<file path="config.mk">
export PLATFORM = sky130hd
export DESIGN_NAME = ex_top
export DESIGN_NICKNAME = d
export VERILOG_FILES = /design/src/source/ex_types_pkg.sv /design/src/source/ex_packets_pkg.sv /design/src/source/ex_top.sv /design/src/source/ex_stage.sv /design/src/source/cdb_arbiter.sv /design/src/source/store_fu.sv /design/src/source/load_fu.sv /design/src/source/alu_fu.sv
export SDC_FILE = /design/constraint.sdc
export NUM_CORES = 1
export LEC_CHECK = 0
export BUFFER_PORTS_ARGS = -buffer_cell sky130_fd_sc_hd__buf_4
export CAP_MARGIN = 20
export CORE_AREA = 10 10 290 292
export CTS_BUF_LIST = sky130_fd_sc_hd__clkbuf_8 sky130_fd_sc_hd__clkbuf_16
export DETAILED_ROUTE_END_ITERATION = 10
export DIE_AREA = 0 0 300 302
export HOLD_SLACK_MARGIN = 0.15
export PLACE_DENSITY_LB_ADDON = 0.1
export SLEW_MARGIN = 0
export SYNTH_ARGS = -nofsm -noshare
export SYNTH_HDL_FRONTEND = slang
export SYNTH_SLANG_ARGS = --single-unit
export TNS_END_PERCENT = 50
</file>
<file path="constraint.sdc">
create_clock -name clock -period 8.1 [get_ports clock]
set_input_delay 1.62 -clock clock [delete_from_list [all_inputs] [get_ports clock]]
set_output_delay 1.62 -clock clock [all_outputs]
set_load 0.02 [all_outputs]
</file>
<file path="src/source/ex_types_pkg.sv">
// all words are 32 bits wide; rob tag 0 is reserved and means no instruction
package ex_types_pkg;

    localparam int XLEN   = 32;
    localparam int TAG_W  = 5;
    localparam int REG_W  = 5;
    // two ALUs, one load unit, one store unit
    localparam int NUM_FU = 4;

    typedef logic [XLEN-1:0]  data_t;
    typedef logic [XLEN-1:0]  addr_t;
    typedef logic [TAG_W-1:0] rob_tag_t;
    typedef logic [REG_W-1:0] reg_idx_t;

    // opb is the second operand only for SUB, SLT and branches, imm otherwise
    typedef enum logic [3:0] {
        ADD = 4'd0,
        SUB = 4'd1,
        AND = 4'd2,
        OR  = 4'd3,
        XOR = 4'd4,
        SLT = 4'd5,
        BEQ = 4'd6,
        BNE = 4'd7
    } alu_op_t;

    // memory unit FSM, shared by load and store
    typedef enum logic [1:0] {IDLE, WAIT_MEM, HOLD} mem_fsm_t;

endpackage
</file>
<file path="src/source/ex_packets_pkg.sv">
// bundles between units, arbiter and outside; every memory request moves one full word
package ex_packets_pkg;

    import ex_types_pkg::*;

    // one issue slot from a reservation station
    typedef struct packed {
        logic     issue_valid;
        rob_tag_t rob_tag;
        alu_op_t  alu_op;
        data_t    opa;
        data_t    opb;
        data_t    imm;
        addr_t    pc;
        reg_idx_t dest_reg;
    } fu_in_t;

    // result held by a unit until the CDB takes it
    typedef struct packed {
        logic     done;
        rob_tag_t rob_tag;
        reg_idx_t dest_reg;
        data_t    result;
        logic     take_branch;
        addr_t    branch_target;
    } fu_out_t;

    // single data memory port, full words only
    typedef struct packed {
        logic  valid;
        logic  write;
        addr_t addr;
        data_t wdata;
    } mem_req_t;

    typedef struct packed {
        logic     valid;
        rob_tag_t rob_tag;
        reg_idx_t dest_reg;
        data_t    value;
    } cdb_t;

    // taken branch, valid only in the cycle its result is broadcast
    typedef struct packed {
        logic     valid;
        rob_tag_t rob_tag;
        addr_t    target;
    } branch_t;

endpackage

</file>
<file path="src/source/ex_top.sv">
// execute stage top; NUM_FU must stay 4 since the unit mix inside is fixed
`timescale 1ns/1ps

module ex_top
    import ex_types_pkg::*;
    import ex_packets_pkg::*;
#(
    parameter int NUM_FU = ex_types_pkg::NUM_FU
) (
    input  logic                 clock,
    input  logic                 rst_n,
    input  fu_in_t  [NUM_FU-1:0] issue,
    input  rob_tag_t             rob_head,
    input  data_t                mem_rdata,
    output logic    [NUM_FU-1:0] fu_ready,
    output mem_req_t             mem_req,
    output cdb_t                 cdb,
    output branch_t              branch
);

    fu_out_t [NUM_FU-1:0] fu_outs;
    logic    [NUM_FU-1:0] ack;

    ex_stage #(
        .NUM_FU (NUM_FU)
    ) u_ex_stage (
        .clock     (clock),
        .rst_n     (rst_n),
        .issue     (issue),
        .rob_head  (rob_head),
        .mem_rdata (mem_rdata),
        .ack       (ack),
        .fu_outs   (fu_outs),
        .fu_ready  (fu_ready),
        .mem_req   (mem_req),
        .branch    (branch)
    );

    cdb_arbiter #(
        .NUM_FU (NUM_FU)
    ) u_cdb_arbiter (
        .fu_outs (fu_outs),
        .ack     (ack),
        .cdb     (cdb)
    );

endmodule

</file>
<file path="src/source/ex_stage.sv">
// unit order is fixed: 0 and 1 ALU, 2 load, 3 store; a squashed store never gets the port
`timescale 1ns/1ps

module ex_stage
    import ex_types_pkg::*;
    import ex_packets_pkg::*;
#(
    parameter int NUM_FU = ex_types_pkg::NUM_FU
) (
    input  logic                 clock,
    input  logic                 rst_n,
    input  fu_in_t  [NUM_FU-1:0] issue,
    input  rob_tag_t             rob_head,
    input  data_t                mem_rdata,
    input  logic    [NUM_FU-1:0] ack,
    output fu_out_t [NUM_FU-1:0] fu_outs,
    output logic    [NUM_FU-1:0] fu_ready,
    output mem_req_t             mem_req,
    output branch_t              branch
);

    localparam int ALU0  = 0;
    localparam int ALU1  = 1;
    localparam int LOAD  = 2;
    localparam int STORE = 3;

    logic [NUM_FU-1:0] flush;
    logic [NUM_FU-1:0] block;
    mem_req_t          ld_req;
    mem_req_t          st_req;
    logic              ld_grant;
    logic              st_grant;

    // distance from the ROB head, modulo the tag range
    function automatic logic is_younger(rob_tag_t tag, rob_tag_t br_tag, rob_tag_t head);
        rob_tag_t dist_tag;
        rob_tag_t dist_br;
        dist_tag = tag - head;
        dist_br  = br_tag - head;
        return (tag != '0) && (dist_tag > dist_br);
    endfunction

    // only one ack per cycle, so at most one ALU can qualify
    always_comb begin
        branch = '0;
        if (ack[ALU0] && fu_outs[ALU0].take_branch) begin
            branch = '{valid: 1'b1, rob_tag: fu_outs[ALU0].rob_tag,
                       target: fu_outs[ALU0].branch_target};
        end else if (ack[ALU1] && fu_outs[ALU1].take_branch) begin
            branch = '{valid: 1'b1, rob_tag: fu_outs[ALU1].rob_tag,
                       target: fu_outs[ALU1].branch_target};
        end
    end

    // squash held work and offered issues that are younger than the branch
    always_comb begin
        for (int i = 0; i < NUM_FU; i++) begin
            flush[i] = branch.valid && is_younger(fu_outs[i].rob_tag, branch.rob_tag, rob_head);
            block[i] = branch.valid && issue[i].issue_valid
                       && is_younger(issue[i].rob_tag, branch.rob_tag, rob_head);
        end
    end

    // loads always win the port
    assign ld_grant = ld_req.valid;
    assign st_grant = st_req.valid && !ld_req.valid && !flush[STORE];

    always_comb begin
        mem_req = '0;
        if (ld_grant) begin
            mem_req = ld_req;
        end else if (st_grant) begin
            mem_req = st_req;
        end
    end

    for (genvar i = ALU0; i <= ALU1; i++) begin : g_alu
        alu_fu u_alu (
            .clock  (clock),
            .rst_n  (rst_n),
            .flush  (flush[i]),
            .block  (block[i]),
            .ack    (ack[i]),
            .fu_in  (issue[i]),
            .fu_out (fu_outs[i]),
            .ready  (fu_ready[i])
        );
    end

    load_fu u_load (
        .clock     (clock),
        .rst_n     (rst_n),
        .flush     (flush[LOAD]),
        .block     (block[LOAD]),
        .ack       (ack[LOAD]),
        .fu_in     (issue[LOAD]),
        .grant     (ld_grant),
        .mem_rdata (mem_rdata),
        .mem_req   (ld_req),
        .fu_out    (fu_outs[LOAD]),
        .ready     (fu_ready[LOAD])
    );

    store_fu u_store (
        .clock   (clock),
        .rst_n   (rst_n),
        .flush   (flush[STORE]),
        .block   (block[STORE]),
        .ack     (ack[STORE]),
        .fu_in   (issue[STORE]),
        .grant   (st_grant),
        .mem_req (st_req),
        .fu_out  (fu_outs[STORE]),
        .ready   (fu_ready[STORE])
    );

endmodule

</file>
<file path="src/source/cdb_arbiter.sv">
// fixed priority, lowest unit index wins; one broadcast and one ack per cycle
`timescale 1ns/1ps

module cdb_arbiter
    import ex_packets_pkg::*;
#(
    parameter int NUM_FU = ex_types_pkg::NUM_FU
) (
    input  fu_out_t [NUM_FU-1:0] fu_outs,
    output logic    [NUM_FU-1:0] ack,
    output cdb_t                 cdb
);

    always_comb begin
        logic found;
        found = 1'b0;
        ack   = '0;
        cdb   = '0;
        for (int i = 0; i < NUM_FU; i++) begin
            if (fu_outs[i].done && !found) begin
                found        = 1'b1;
                ack[i]       = 1'b1;
                cdb.valid    = 1'b1;
                cdb.rob_tag  = fu_outs[i].rob_tag;
                cdb.dest_reg = fu_outs[i].dest_reg;
                cdb.value    = fu_outs[i].result;
            end
        end
    end

endmodule

</file>
<file path="src/source/store_fu.sv">
// full-word store written at execute; completion is reported with dest_reg 0
`timescale 1ns/1ps

module store_fu
    import ex_types_pkg::*;
    import ex_packets_pkg::*;
(
    input  logic     clock,
    input  logic     rst_n,
    input  logic     flush,
    input  logic     block,
    input  logic     ack,
    input  fu_in_t   fu_in,
    input  logic     grant,
    output mem_req_t mem_req,
    output fu_out_t  fu_out,
    output logic     ready
);

    mem_fsm_t state_q;
    logic     take;
    rob_tag_t tag_q;
    addr_t    addr_q;
    data_t    wdata_q;

    assign ready = (state_q == IDLE) || (state_q == HOLD && ack);
    assign take  = fu_in.issue_valid && ready && !block;

    always_ff @(posedge clock) begin
        if (!rst_n) begin
            state_q <= IDLE;
        end else if (take) begin
            state_q <= WAIT_MEM;
        end else if (flush) begin
            state_q <= IDLE;
        end else if (state_q == WAIT_MEM && grant) begin
            // write happens in the grant cycle
            state_q <= HOLD;
        end else if (state_q == HOLD && ack) begin
            state_q <= IDLE;
        end
    end

    always_ff @(posedge clock) begin
        if (take) begin
            tag_q   <= fu_in.rob_tag;
            addr_q  <= fu_in.opa + fu_in.imm;
            wdata_q <= fu_in.opb;
        end
    end

    assign mem_req = '{valid: (state_q == WAIT_MEM), write: 1'b1, addr: addr_q, wdata: wdata_q};

    // nothing to write back, the ROB only needs the tag to retire
    assign fu_out = '{done:          (state_q == HOLD),
                      rob_tag:       tag_q,
                      dest_reg:      '0,
                      result:        '0,
                      take_branch:   1'b0,
                      branch_target: '0};

endmodule

</file>
<file path="src/source/load_fu.sv">
// full-word load; mem_rdata must be valid in the same cycle as the granted request
`timescale 1ns/1ps

module load_fu
    import ex_types_pkg::*;
    import ex_packets_pkg::*;
(
    input  logic     clock,
    input  logic     rst_n,
    input  logic     flush,
    input  logic     block,
    input  logic     ack,
    input  fu_in_t   fu_in,
    input  logic     grant,
    input  data_t    mem_rdata,
    output mem_req_t mem_req,
    output fu_out_t  fu_out,
    output logic     ready
);

    mem_fsm_t state_q;
    logic     take;
    logic     capture;
    rob_tag_t tag_q;
    reg_idx_t dest_q;
    addr_t    addr_q;
    data_t    data_q;

    assign ready   = (state_q == IDLE) || (state_q == HOLD && ack);
    assign take    = fu_in.issue_valid && ready && !block;
    assign capture = (state_q == WAIT_MEM) && grant;

    always_ff @(posedge clock) begin
        if (!rst_n) begin
            state_q <= IDLE;
        end else if (take) begin
            state_q <= WAIT_MEM;
        end else if (flush) begin
            state_q <= IDLE;
        end else if (capture) begin
            state_q <= HOLD;
        end else if (state_q == HOLD && ack) begin
            state_q <= IDLE;
        end
    end

    always_ff @(posedge clock) begin
        if (take) begin
            tag_q  <= fu_in.rob_tag;
            dest_q <= fu_in.dest_reg;
            addr_q <= fu_in.opa + fu_in.imm;
        end
        if (capture) begin
            data_q <= mem_rdata;
        end
    end

    // request stays up until the port is ours
    assign mem_req = '{valid: (state_q == WAIT_MEM), write: 1'b0, addr: addr_q, wdata: '0};

    assign fu_out = '{done:          (state_q == HOLD),
                      rob_tag:       tag_q,
                      dest_reg:      dest_q,
                      result:        data_q,
                      take_branch:   1'b0,
                      branch_target: '0};

endmodule

</file>
<file path="src/source/alu_fu.sv">
// single-cycle ALU; result is held until acked, flush drops it, block ignores the issue slot
`timescale 1ns/1ps

module alu_fu
    import ex_types_pkg::*;
    import ex_packets_pkg::*;
(
    input  logic    clock,
    input  logic    rst_n,
    input  logic    flush,
    input  logic    block,
    input  logic    ack,
    input  fu_in_t  fu_in,
    output fu_out_t fu_out,
    output logic    ready
);

    data_t    src_b;
    data_t    alu_result;
    logic     alu_take;
    logic     take;
    logic     done_q;
    rob_tag_t tag_q;
    reg_idx_t dest_q;
    data_t    result_q;
    logic     take_q;
    addr_t    target_q;

    always_comb begin
        src_b = fu_in.imm;
        if (fu_in.alu_op inside {SUB, SLT, BEQ, BNE}) begin
            src_b = fu_in.opb;
        end
        alu_take   = 1'b0;
        alu_result = '0;
        case (fu_in.alu_op)
            ADD: alu_result = fu_in.opa + src_b;
            SUB: alu_result = fu_in.opa - src_b;
            AND: alu_result = fu_in.opa & src_b;
            OR:  alu_result = fu_in.opa | src_b;
            XOR: alu_result = fu_in.opa ^ src_b;
            SLT: alu_result = data_t'($signed(fu_in.opa) < $signed(src_b));
            BEQ: alu_take = (fu_in.opa == src_b);
            BNE: alu_take = (fu_in.opa != src_b);
            default: alu_result = '0;
        endcase
    end

    // free when empty or when the held result leaves this cycle
    assign ready = !done_q || ack;
    assign take  = fu_in.issue_valid && ready && !block;

    always_ff @(posedge clock) begin
        if (!rst_n) begin
            done_q <= 1'b0;
        end else if (take) begin
            done_q <= 1'b1;
        end else if (flush || ack) begin
            done_q <= 1'b0;
        end
    end

    always_ff @(posedge clock) begin
        if (take) begin
            tag_q    <= fu_in.rob_tag;
            dest_q   <= fu_in.dest_reg;
            result_q <= alu_result;
            take_q   <= alu_take;
            target_q <= fu_in.pc + fu_in.imm;
        end
    end

    assign fu_out = '{done:          done_q,
                      rob_tag:       tag_q,
                      dest_reg:      dest_q,
                      result:        result_q,
                      take_branch:   take_q,
                      branch_target: target_q};

endmodule

</file>
Word-level counts from Yosys, hierarchy flattened
Index checks and enable logic that the tools add are counted.
{"block": "totals", "in_bits": 611, "regBits": 299, "output_inout_bits": 151}
{"block": "classes", "eq_ne": 22, "n_mux": 32, "reduce_logical": 77, "n_lt_le_gt_ge": 10, "bitwise": 7, "n_addsub": 17}
{"cell": "case mux 32 bit (6 select lines)", "count": 2}
{"cell": "adder 32 bit", "count": 6}
{"cell": "two-way mux 43 bit", "count": 4}
{"cell": "two-way mux 66 bit", "count": 2}
{"cell": "two-way mux 38 bit", "count": 2}
{"cell": "bitwise AND 32 bit", "count": 2}
{"cell": "== test 32 bit", "count": 2}
{"cell": "less-than comparator 32 bit", "count": 2}
{"cell": "two-way mux 32 bit", "count": 2}
{"cell": "inequality test 32 bit", "count": 2}
{"cell": "bitwise OR 32 bit", "count": 2}
{"cell": "subtractor 32 bit", "count": 2}
{"cell": "bitwise XOR 32 bit", "count": 2}
{"cell": "subtractor 5 bit", "count": 9}
{"cell": "greater-than comparator 5 bit", "count": 8}
{"cell": "nonzero test 5 bit", "count": 8}
{"cell": "logical AND 1 bit", "count": 38}
{"cell": "== test 4 x 3 -> 1 bit, second input constant", "count": 8}
{"cell": "== test 4 x 2 -> 1 bit, second input constant", "count": 4}
{"cell": "nonzero test 4 bit", "count": 4}
{"cell": "two-way mux 1 bit", "count": 14}
{"cell": "logical NOT 1 bit", "count": 11}
{"cell": "== test 4 x 1 -> 1 bit, second input constant", "count": 2}
{"cell": "logical NOT 4 bit", "count": 2}
{"cell": "9 further kinds", "count": 25}

Longest topological paths before layout
Gate-level depths: netlist of run 1.
{"block": "depth", "ltp_word": 17, "mapped_depth": 21}

Hierarchy
A second synthesis of run 1 with hierarchy kept.
{"block": "unflattened", "cells_unflattened": 3710, "area_unflattened_um2": 32328.5}
{"mod": "alu_fu (u_ex_stage.g_alu[1].u_alu)", "n_inst": 1, "seq_area_each_um2": 2272.2, "cells_each": 1124, "area_per_inst_um2": 9381.5}
{"mod": "alu_fu (u_ex_stage.g_alu[0].u_alu)", "n_inst": 1, "seq_area_each_um2": 2272.2, "cells_each": 1084, "area_per_inst_um2": 9145.0}
{"mod": "load_fu", "n_inst": 1, "seq_area_each_um2": 2262.2, "cells_each": 387, "area_per_inst_um2": 4554.4}
{"mod": "store_fu", "n_inst": 1, "seq_area_each_um2": 2112.0, "cells_each": 387, "area_per_inst_um2": 4440.5}
{"mod": "ex_stage", "n_inst": 1, "seq_area_each_um2": 0.0, "cells_each": 531, "area_per_inst_um2": 3702.3}
{"mod": "cdb_arbiter", "n_inst": 1, "seq_area_each_um2": 0.0, "cells_each": 197, "area_per_inst_um2": 1104.8}

Least setup slack after synthesis of run 1
OpenSTA, ideal clock, no wires.
{"block": "synth_timing", "path_type": "input port to flip-flop", "from": "in rob_head[0]", "to": "reg u_ex_stage.g_alu[1].u_alu.dest_q[0] (enable)", "n_path_buf": 0, "t_arrival_ns": 7.911, "setup_ns": 0.552, "cell_stages": 13, "path_slack_ns": -0.363, "t_required_ns": 7.548, "cell_sequence": "ha_1 fa_1 inv_1 a21o_1 a21oi_1 xor2_1 xnor2_1 ha_1 and3_1 nand2_1 nor2_1 a211o_1 a41oi_1"}
{"block": "synth_via", "elab_chain_cells": 6, "elab_cells_between_ends": 7}
{"element": "from (decl)", "line": "ex_top.sv:13", "source": "input rob_tag_t rob_head,"}
{"element": "subtractor 5 bit (on tied branches)", "line": "ex_stage.sv:38, ex_stage.sv:39"}
{"element": "greater-than comparator 5 bit *", "line": "ex_stage.sv:40", "source": "return (tag != '0) && (dist_tag > dist_br);"}
{"element": "logical AND 1 bit *", "line": "ex_stage.sv:40"}
{"element": "logical AND 1 bit *", "line": "ex_stage.sv:60", "source": "&& is_younger(issue[i].rob_tag, branch.rob_tag, rob_head);"}
{"element": "logical NOT 1 bit *", "line": "alu_fu.sv:51", "source": "assign take = fu_in.issue_valid && ready && !block;"}
{"element": "logical AND 1 bit *", "line": "alu_fu.sv:51"}
{"element": "via u_ex_stage.g_alu[1].u_alu.take", "line": "alu_fu.sv:21", "source": "logic take;"}
{"element": "to (signal assigned)", "line": "alu_fu.sv:66", "source": "dest_q <= fu_in.dest_reg;"}
{"element": "to (decl)", "line": "alu_fu.sv:24", "source": "reg_idx_t dest_q;"}
Mark *: on every way through the listed nets, which the timed path passes. The rest lies on a longest branch.
A chain may end at the register's enable or synchronous reset.

==> metrics.md, run 1 <==
| Metric | Value |
|---|---|
| Number of search-and-repair iterations in the first detailed-routing pass | 7 |
| Final clock period utilization by the worst path | 86.47% |
| Floorplan die area | 0.09060 mm^2 |
| Total DRC errors in the routed layout | 0 |
| Area growth from synthesis to final layout | 25.17% |
| Clock tree from TritonCTS | built |
| Classification of the worst setup path | register to output port |
| Slew of the pin with the lowest slew margin | 1200 ps |
| Number of port buffers | 651 |
| Number of antenna violations at the first check in global routing | 9 |
| Vias in the first global route | 26.42k |
| Global-route congestion overflow total | 0 |
| Beginning of the worst hold path | u_ex_stage.u_load.state_q[0] |
| Number of gates resized after cts | 0 |
| Vias | 27.32k |
| Starting utilization of the core area | 37.23% |
| Synth warnings | 0 |
| Cell seen most often among critical-path stages | buf_4 |
| Post-synth top flop | edfxtp_1 |
| Critical path peak fanout | 67 |
| Number of hold violations in the final report | 0 |
| Number of nets in the synthesized netlist | 4229 |
| Clock insertion delay at the later pin of the skew report | 580 ps |
| Final HPWL DP | between 100 and 150 mm |
| Largest stage delay, worst path | 780 ps |
| Post-DRT Antenna Nets | 0 |
| Final setup TNS | 0 ps |
| Data required, critical path | 6480 ps |
| Die Span Y | 302 um |
| Count of endpoints failing setup in the final report | 0 |
| Proportion of register bits with asynchronous set or reset after synthesis | 0% |
| Worst setup EP type | output port |
| Number of H-tree levels | 2 |
| Type of element launching the critical path | register |
| Final Power | 6.319 mW |
| Global-route wire length before repair | 177.7 mm |
| Share of synthesized area occupied by flip-flops and latches | 30.57% |
| Final net count | 4823 |
| Worst rel slew slack | approximately 19% |
| Post-synthesis instance total | 3207 |
| Num CTS Buffers | 40 |
| Total global routing track utilization | 25.87% |
| Clock transition at path regs | about 60 ps |
| Detailed router's first-iteration violation count | ~2.5k |
| Avg Inst Size Synth | 9.097 um^2 |
| Max-cap violation count | 0 |
| Drt wl/cell | 25.34 um |
| Standard-cell row count | 103 |
| Clock skew after layout | between 40 and 50 ps |
| Clock sink total | roughly 300 |
| Final RePlAce weighted congestion | 0.9695 |
| Launch point of the worst reg-to-reg path | u_ex_stage.g_alu[0].u_alu.done_q |
| Area of the mapped netlist | 0.02918 mm^2 |
| Count of flip-flops with a built-in enable after synthesis | ~290 |
| Post-CTS setup buffers | 0 |
| Launching element of the worst setup path | u_ex_stage.g_alu[0].u_alu.done_q |
| Shortest clock period the worst path allows after layout | between 7000 and 8000 ps |
| Power per Cell Area | 173.0 mW/mm^2 |
| Critical path's slowest cell | dfxtp_2 |
| Drt total wl | 123.7 mm |
| Ratio of cells with drive above 1 in the final layout | ~23% |
| Leading cell types in the layout, fill and taps excluded | 685 x buf_4, 395 x ha_1, 294 x inv_1 |
| Horizontal extent of the die | 300 um |
| Data arrival at the endpoint of the critical path | 5380 ps |
| Result of the run | finished clean |
| Fill cell instance count of the final layout | 7732 |
| RSZ-0062 raised after global routing | no |
| Slew Viols, Final | 0 |
| Via/cell ratio | 5.597 |
| Maximum number of pins on one net before global-route repair | 69 |
| Root buffer cell | clkbuf_16 |
| Max Root-Sink Buffers | 3 |
| Maximum operating frequency | 142.8 MHz |
| Most common cell after layout, fill and taps aside | buf_4 |
| Count of boundary I/O pins | 762 |
| CTS hold repair buffers | 0 |
| Flip-flop and latch count after synthesis | 299 |
| Leak pwr | 16.59 nW |
| Cell-by-cell listing of the critical path | nor2b_4 > and2_2 > a22oi_1 > ha_1 > fa_1 > inv_1 > a21o_1 > a21oi_1 > xor2_1 > xnor2_1 > ha_1 > nand2_1 > inv_1 > a31oi_1 > a211oi_1 > buf_4 > nor4_4 > buf_4 > a22o_1 > buf_4 |
| Number of distinct library cell variants in the gate-level netlist after synthesis | 95 |
| Worst IR Drop VDD | 0.0001359 V |
| Core ar. | ~0.078 mm^2 |
| Hold crit path type | register to register |
## cells in the mapped netlist, types with 25 or more instances
| master | count | share of area (%) |
|---|---|---|
| ha_1 | 395 | 17 |
| edfxtp_1 | 293 | 30 |
| inv_1 | 288 | 3.7 |
| a21oi_1 | 273 | 4.7 |
| nor2_1 | 227 | 2.9 |
| nand2_1 | 182 | 2.3 |
| o21ai_0 | 137 | 2.4 |
| xnor2_1 | 134 | 4.0 |
| a21o_1 | 113 | 2.9 |
| clkbuf_1 | 107 | 1.4 |
| a22o_1 | 71 | 2.1 |
| mux2_2 | 63 | 2.4 |
| nor3_1 | 60 | 1.0 |
| nand3_1 | 55 | 0.94 |
| and2_1 | 51 | 1.1 |
| a222oi_1 | 43 | 1.5 |
| xor2_1 | 41 | 1.2 |
| o21bai_1 | 40 | 1.0 |
| a31oi_1 | 38 | 0.81 |
| nand2b_1 | 37 | 0.79 |
| o211ai_1 | 36 | 0.93 |
| nor2b_1 | 34 | 0.73 |
| o221ai_1 | 29 | 0.87 |
| and3_1 | 26 | 0.56 |
| o22ai_1 | 25 | 0.54 |
## critical path: cells and delay by family, from the launching register on
family | cells | cell delay [ps]
AOI/OAI and AO/OA | 6 | 1200
xor gates and xnor gates | 2 | 440
adders and majority gates | 3 | 760
buffers and inverters | 5 | 1060
DFF | 1 | 780
and+or+nand+nor | 4 | 520
## registers in the layout (all words and copies together), names as in the netlist
register / flops
u_ex_stage.u_store.tag_q: 5
u_ex_stage.u_load.dest_q: 5
u_ex_stage.u_store.state_q: 2
u_ex_stage.u_store.addr_q: 32
u_ex_stage.u_load.tag_q: 5
u_ex_stage.g_alu.u_alu.target_q: 64
u_ex_stage.g_alu.u_alu.result_q: 64
u_ex_stage.u_load.state_q: 2
u_ex_stage.u_load.data_q: 32
u_ex_stage.g_alu.u_alu.tag_q: 10
u_ex_stage.u_store.wdata_q: 32
u_ex_stage.g_alu.u_alu.take_q: 2
u_ex_stage.g_alu.u_alu.dest_q: 10
u_ex_stage.g_alu.u_alu.done_q: 2
u_ex_stage.u_load.addr_q: 32
## through the flow
stage / setup slack [ps] / cell area, um^2 / std cells / hold slack, ps / utilization [%]
4_1_cts: 1065 / 36510 / 4878 / 613.1 / 46.60
6_report: 1096 / 36520 / 4881 / 614.7 / 46.61
2_1_floorplan: 1507 / 29180 / 3207 / 546.5 / -
5_1_grt: 719.8 / 36520 / 4881 / 642.6 / 46.61
3_3_place_gp: 1217 / 35250 / 4809 / 600.0 / 44.99
3_5_place_dp: 1211 / 35250 / 4809 / 605.0 / 44.99
## layer usage
layer	up-vias	track usage, %	routed length, um
met5	-	0	35
met4	6	5.311	2237
met3	108	4.996	9096
met2	1012	42.50	57920
met1	13115	34.98	54420
li1	13079	-	-
## power by group
part           total, mW  switching, mW  internal [mW]
clock network       1.72          0.747          0.977
logic               2.50           1.48           1.02
registers           2.10          0.116           1.98
total               6.32           2.34           3.98
## path summary, 6_finish.rpt
kind | to | slack (ps) | cells after the start
max reg2reg | u_ex_stage.u_store.wdata_q[20] | 2320 | 15
min reg2reg | u_ex_stage.u_load.state_q[0] | 610 | 3
min | u_ex_stage.u_load.state_q[0] | 610 | 3
max | mem_req[56] | 1100 | 20
## cell type report
| cell class | instances | area (um^2) | share of cell area, % |
|---|---|---|---|
| antenna | 3 | 7.507 | 0.02056 |
| sequential | 299 | 8920 | 24.42 |
| clock buffer | 40 | 1001 | 2.741 |
| timing repair buffer | 686 | 5162 | 14.14 |
| tap | 1050 | 1314 | 3.597 |
| clock inverter | 29 | 257.7 | 0.7058 |
| multi-input combinational | 2484 | 18770 | 51.39 |
| inverter | 290 | 1089 | 2.981 |
## kinds of logic (layout without fill, tap and decap cells)
group / count (synthesis) / in the layout / share of synthesized area (%)
compound gates: 1040 / 1040 / 24.57
xor+xnor: 176 / 176 / 5.348
simple gates: 775 / 775 / 12.84
fa+ha+maj: 417 / 417 / 18.24
flops: 299 / 299 / 30.57
buf+inv: 424 / 1045 / 5.575
other cells: 1 / 4 / 0.01285
mux: 75 / 75 / 2.843
Note: power is estimated with default switching activity, not from simulation.
==> run 2: changes to the inputs <==
==> constraint.sdc (replaced) <==
create_clock -name clock -period 8.1 [get_ports clock]
set_input_delay 1.62 -clock clock [delete_from_list [all_inputs] [get_ports clock]]
set_output_delay 1.62 -clock clock [all_outputs]
set_load 0.1 [all_outputs]
==> metrics.md, run 2 (synthesized netlist as in run 1, its figures left out) <==
| Metric | Value |
|---|---|
| Clock skew after layout | 22.42 ps |
| Data required, critical path | 6480 ps |
| Clock tree from TritonCTS | built |
| Vias in the first global route | ~27k |
| CTS hold repair buffers | 0 |
| Slew Viols, Final | 0 |
| Number of antenna violations at the first check in global routing | 18 |
| Final setup TNS | 0 ps |
| Number of H-tree levels | 2 |
| Result of the run | finished clean |
| Slew of the pin with the lowest slew margin | 1061 ps |
| Drt total wl | 122.9 mm |
| Leak pwr | between 15 and 20 nW |
| Max Root-Sink Buffers | 3 |
| Horizontal extent of the die | 300 um |
| Count of endpoints failing setup in the final report | 0 |
| Final net count | 4827 |
| Worst setup EP type | output port |
| Number of search-and-repair iterations in the first detailed-routing pass | 7 |
| Clock transition at path regs | 60 ps |
| Shortest clock period the worst path allows after layout | roughly 7000 ps |
| Via/cell ratio | 5.641 |
| Total DRC errors in the routed layout | 0 |
| Fill cell instance count of the final layout | 7769 |
| Floorplan die area | between 0.09 and 0.1 mm^2 |
| Ratio of cells with drive above 1 in the final layout | a little under a quarter |
| Post-DRT Antenna Nets | 0 |
| Area growth from synthesis to final layout | 25.87% |
| Final clock period utilization by the worst path | 86.87% |
| Starting utilization of the core area | 37.23% |
| Standard-cell row count | 103 |
| Num CTS Buffers | 39 |
| Core ar. | 0.07836 mm^2 |
| Post-CTS setup buffers | 0 |
| Number of gates resized after cts | 0 |
| Hold Path Depth | 3 |
| Final standard cell area without fillers | between 0.03 and 0.04 mm^2 |
| Number of cells traversed by the worst register-to-register path | 16 |
| Clock sink total | ~300 |
| Hold crit path type | register to register |
| PnR worst setup slack | 1064 ps |
| Detailed router's first-iteration violation count | 2443 |
| Worst IR Drop VDD | 0.0001415 V |
| Placed Area | 0.03529 mm^2 |
| Maximum operating frequency | approximately 140 MHz |
| Max-cap violation count | 0 |
| Count of boundary I/O pins | 762 |
| Global-route congestion overflow total | 0 |
| Total global routing track utilization | 25.64% |
| Worst rel slew slack | roughly 30% |
| Type of element launching the critical path | input pin |
| Clock insertion delay at the later pin of the skew report | 570 ps |
| Final HPWL DP | 99.43 mm |
| Root buffer cell | clkbuf_16 |
| Critical path peak fanout | 67 |
| Maximum number of pins on one net before global-route repair | 72 |
| Final Power | 7.049 mW |
| Global-route wire length before repair | 176.6 mm |
| Setup slack after placement | 1123 ps |
| Most common cell after layout, fill and taps aside | buf_4 |
| Power per Cell Area | around 190 mW/mm^2 |
| Vias | 27.60k |
| Number of hold violations in the final report | 0 |
| Classification of the worst setup path | input pin to output port |
| Data arrival at the endpoint of the critical path | 5420 ps |
| Die Span Y | 302 um |
| Drt wl/cell | 25.11 um |
| Number of port buffers | 651 |
| Leading cell types in the layout, fill and taps excluded | 690 x buf_4, 395 x ha_1, 293 x edfxtp_1 |
| RSZ-0062 raised after global routing | no |
| Top flop regs | u_ex_stage.g_alu.u_alu.result_q: 64 flops, u_ex_stage.g_alu.u_alu.target_q: 64 flops |
| Final RePlAce weighted congestion | between 0.9 and 1 |
run 2: power breakdown:
group | leakage (nW) | switching (mW) | internal, mW
registers | 2.89 | 0.114 | 1.98
clock network | 0.689 | 0.753 | 1.18
logic | 13.1 | 2.00 | 1.02
total | 16.7 | 2.86 | 4.19
run 2: path summary, 6_finish.rpt:
| kind | slack, ps | from | to |
|---|---|---|---|
| worst max-delay path | 1060 | rob_head[0] | mem_req[56] |
| worst min-delay path | 610 | u_ex_stage.u_load.state_q[0] | u_ex_stage.u_load.state_q[0] |
| worst max register to register | 3260 | u_ex_stage.g_alu[0].u_alu.take_q | u_ex_stage.g_alu[1].u_alu.result_q[26] |
| worst min register to register | 610 | u_ex_stage.u_load.state_q[0] | u_ex_stage.u_load.state_q[0] |
run 2: per-stage QoR:
stage,hold WS [ps],std cells,util (%)
5_1_grt,650.7,4892,46.87
3_5_place_dp,608.5,4814,45.04
3_3_place_gp,604.3,4814,45.04
2_1_floorplan,546.5,3207,-
6_report,610.7,4893,46.87
4_1_cts,616.9,4886,46.85
run 2: layout make-up:
class                           instances  area, um^2  share of cell area [%]
Antenna cell                            7       17.52                 0.04770
Sequential cell                       299        8920                   24.29
Clock buffer                           39       975.9                   2.657
Clock inverter                         33       439.2                   1.196
Timing Repair Buffer                  691        5200                   14.16
Tap cell                             1050        1314                   3.577
Multi-Input combinational cell       2484       18770                   51.11
Inverter                              290        1089                   2.964
run 2: routing by layer:
metal / global-route usage (%) / up-vias / share of wire (%)
met1: 34.37 / 13316 / 44
met2: 41.89 / 1028 / 47
met3: 5.161 / 135 / 7.5
met5: 0 / - / 0.055
li1: - / 13113 / -
met4: 6.216 / 10 / 2.3
run 2: critical path, cell delays in order:
cell	delay (ps)
buf_4	180
ha_1	250
fa_1	440
inv_1	80
a21o_1	110
a21oi_1	70
xor2_1	260
xnor2_1	170
ha_1	260
nand2_1	70
inv_1	40
a31oi_1	140
a211oi_1	100
buf_4	160
nor4_4	120
buf_4	600
a22o_1	360
buf_4	340
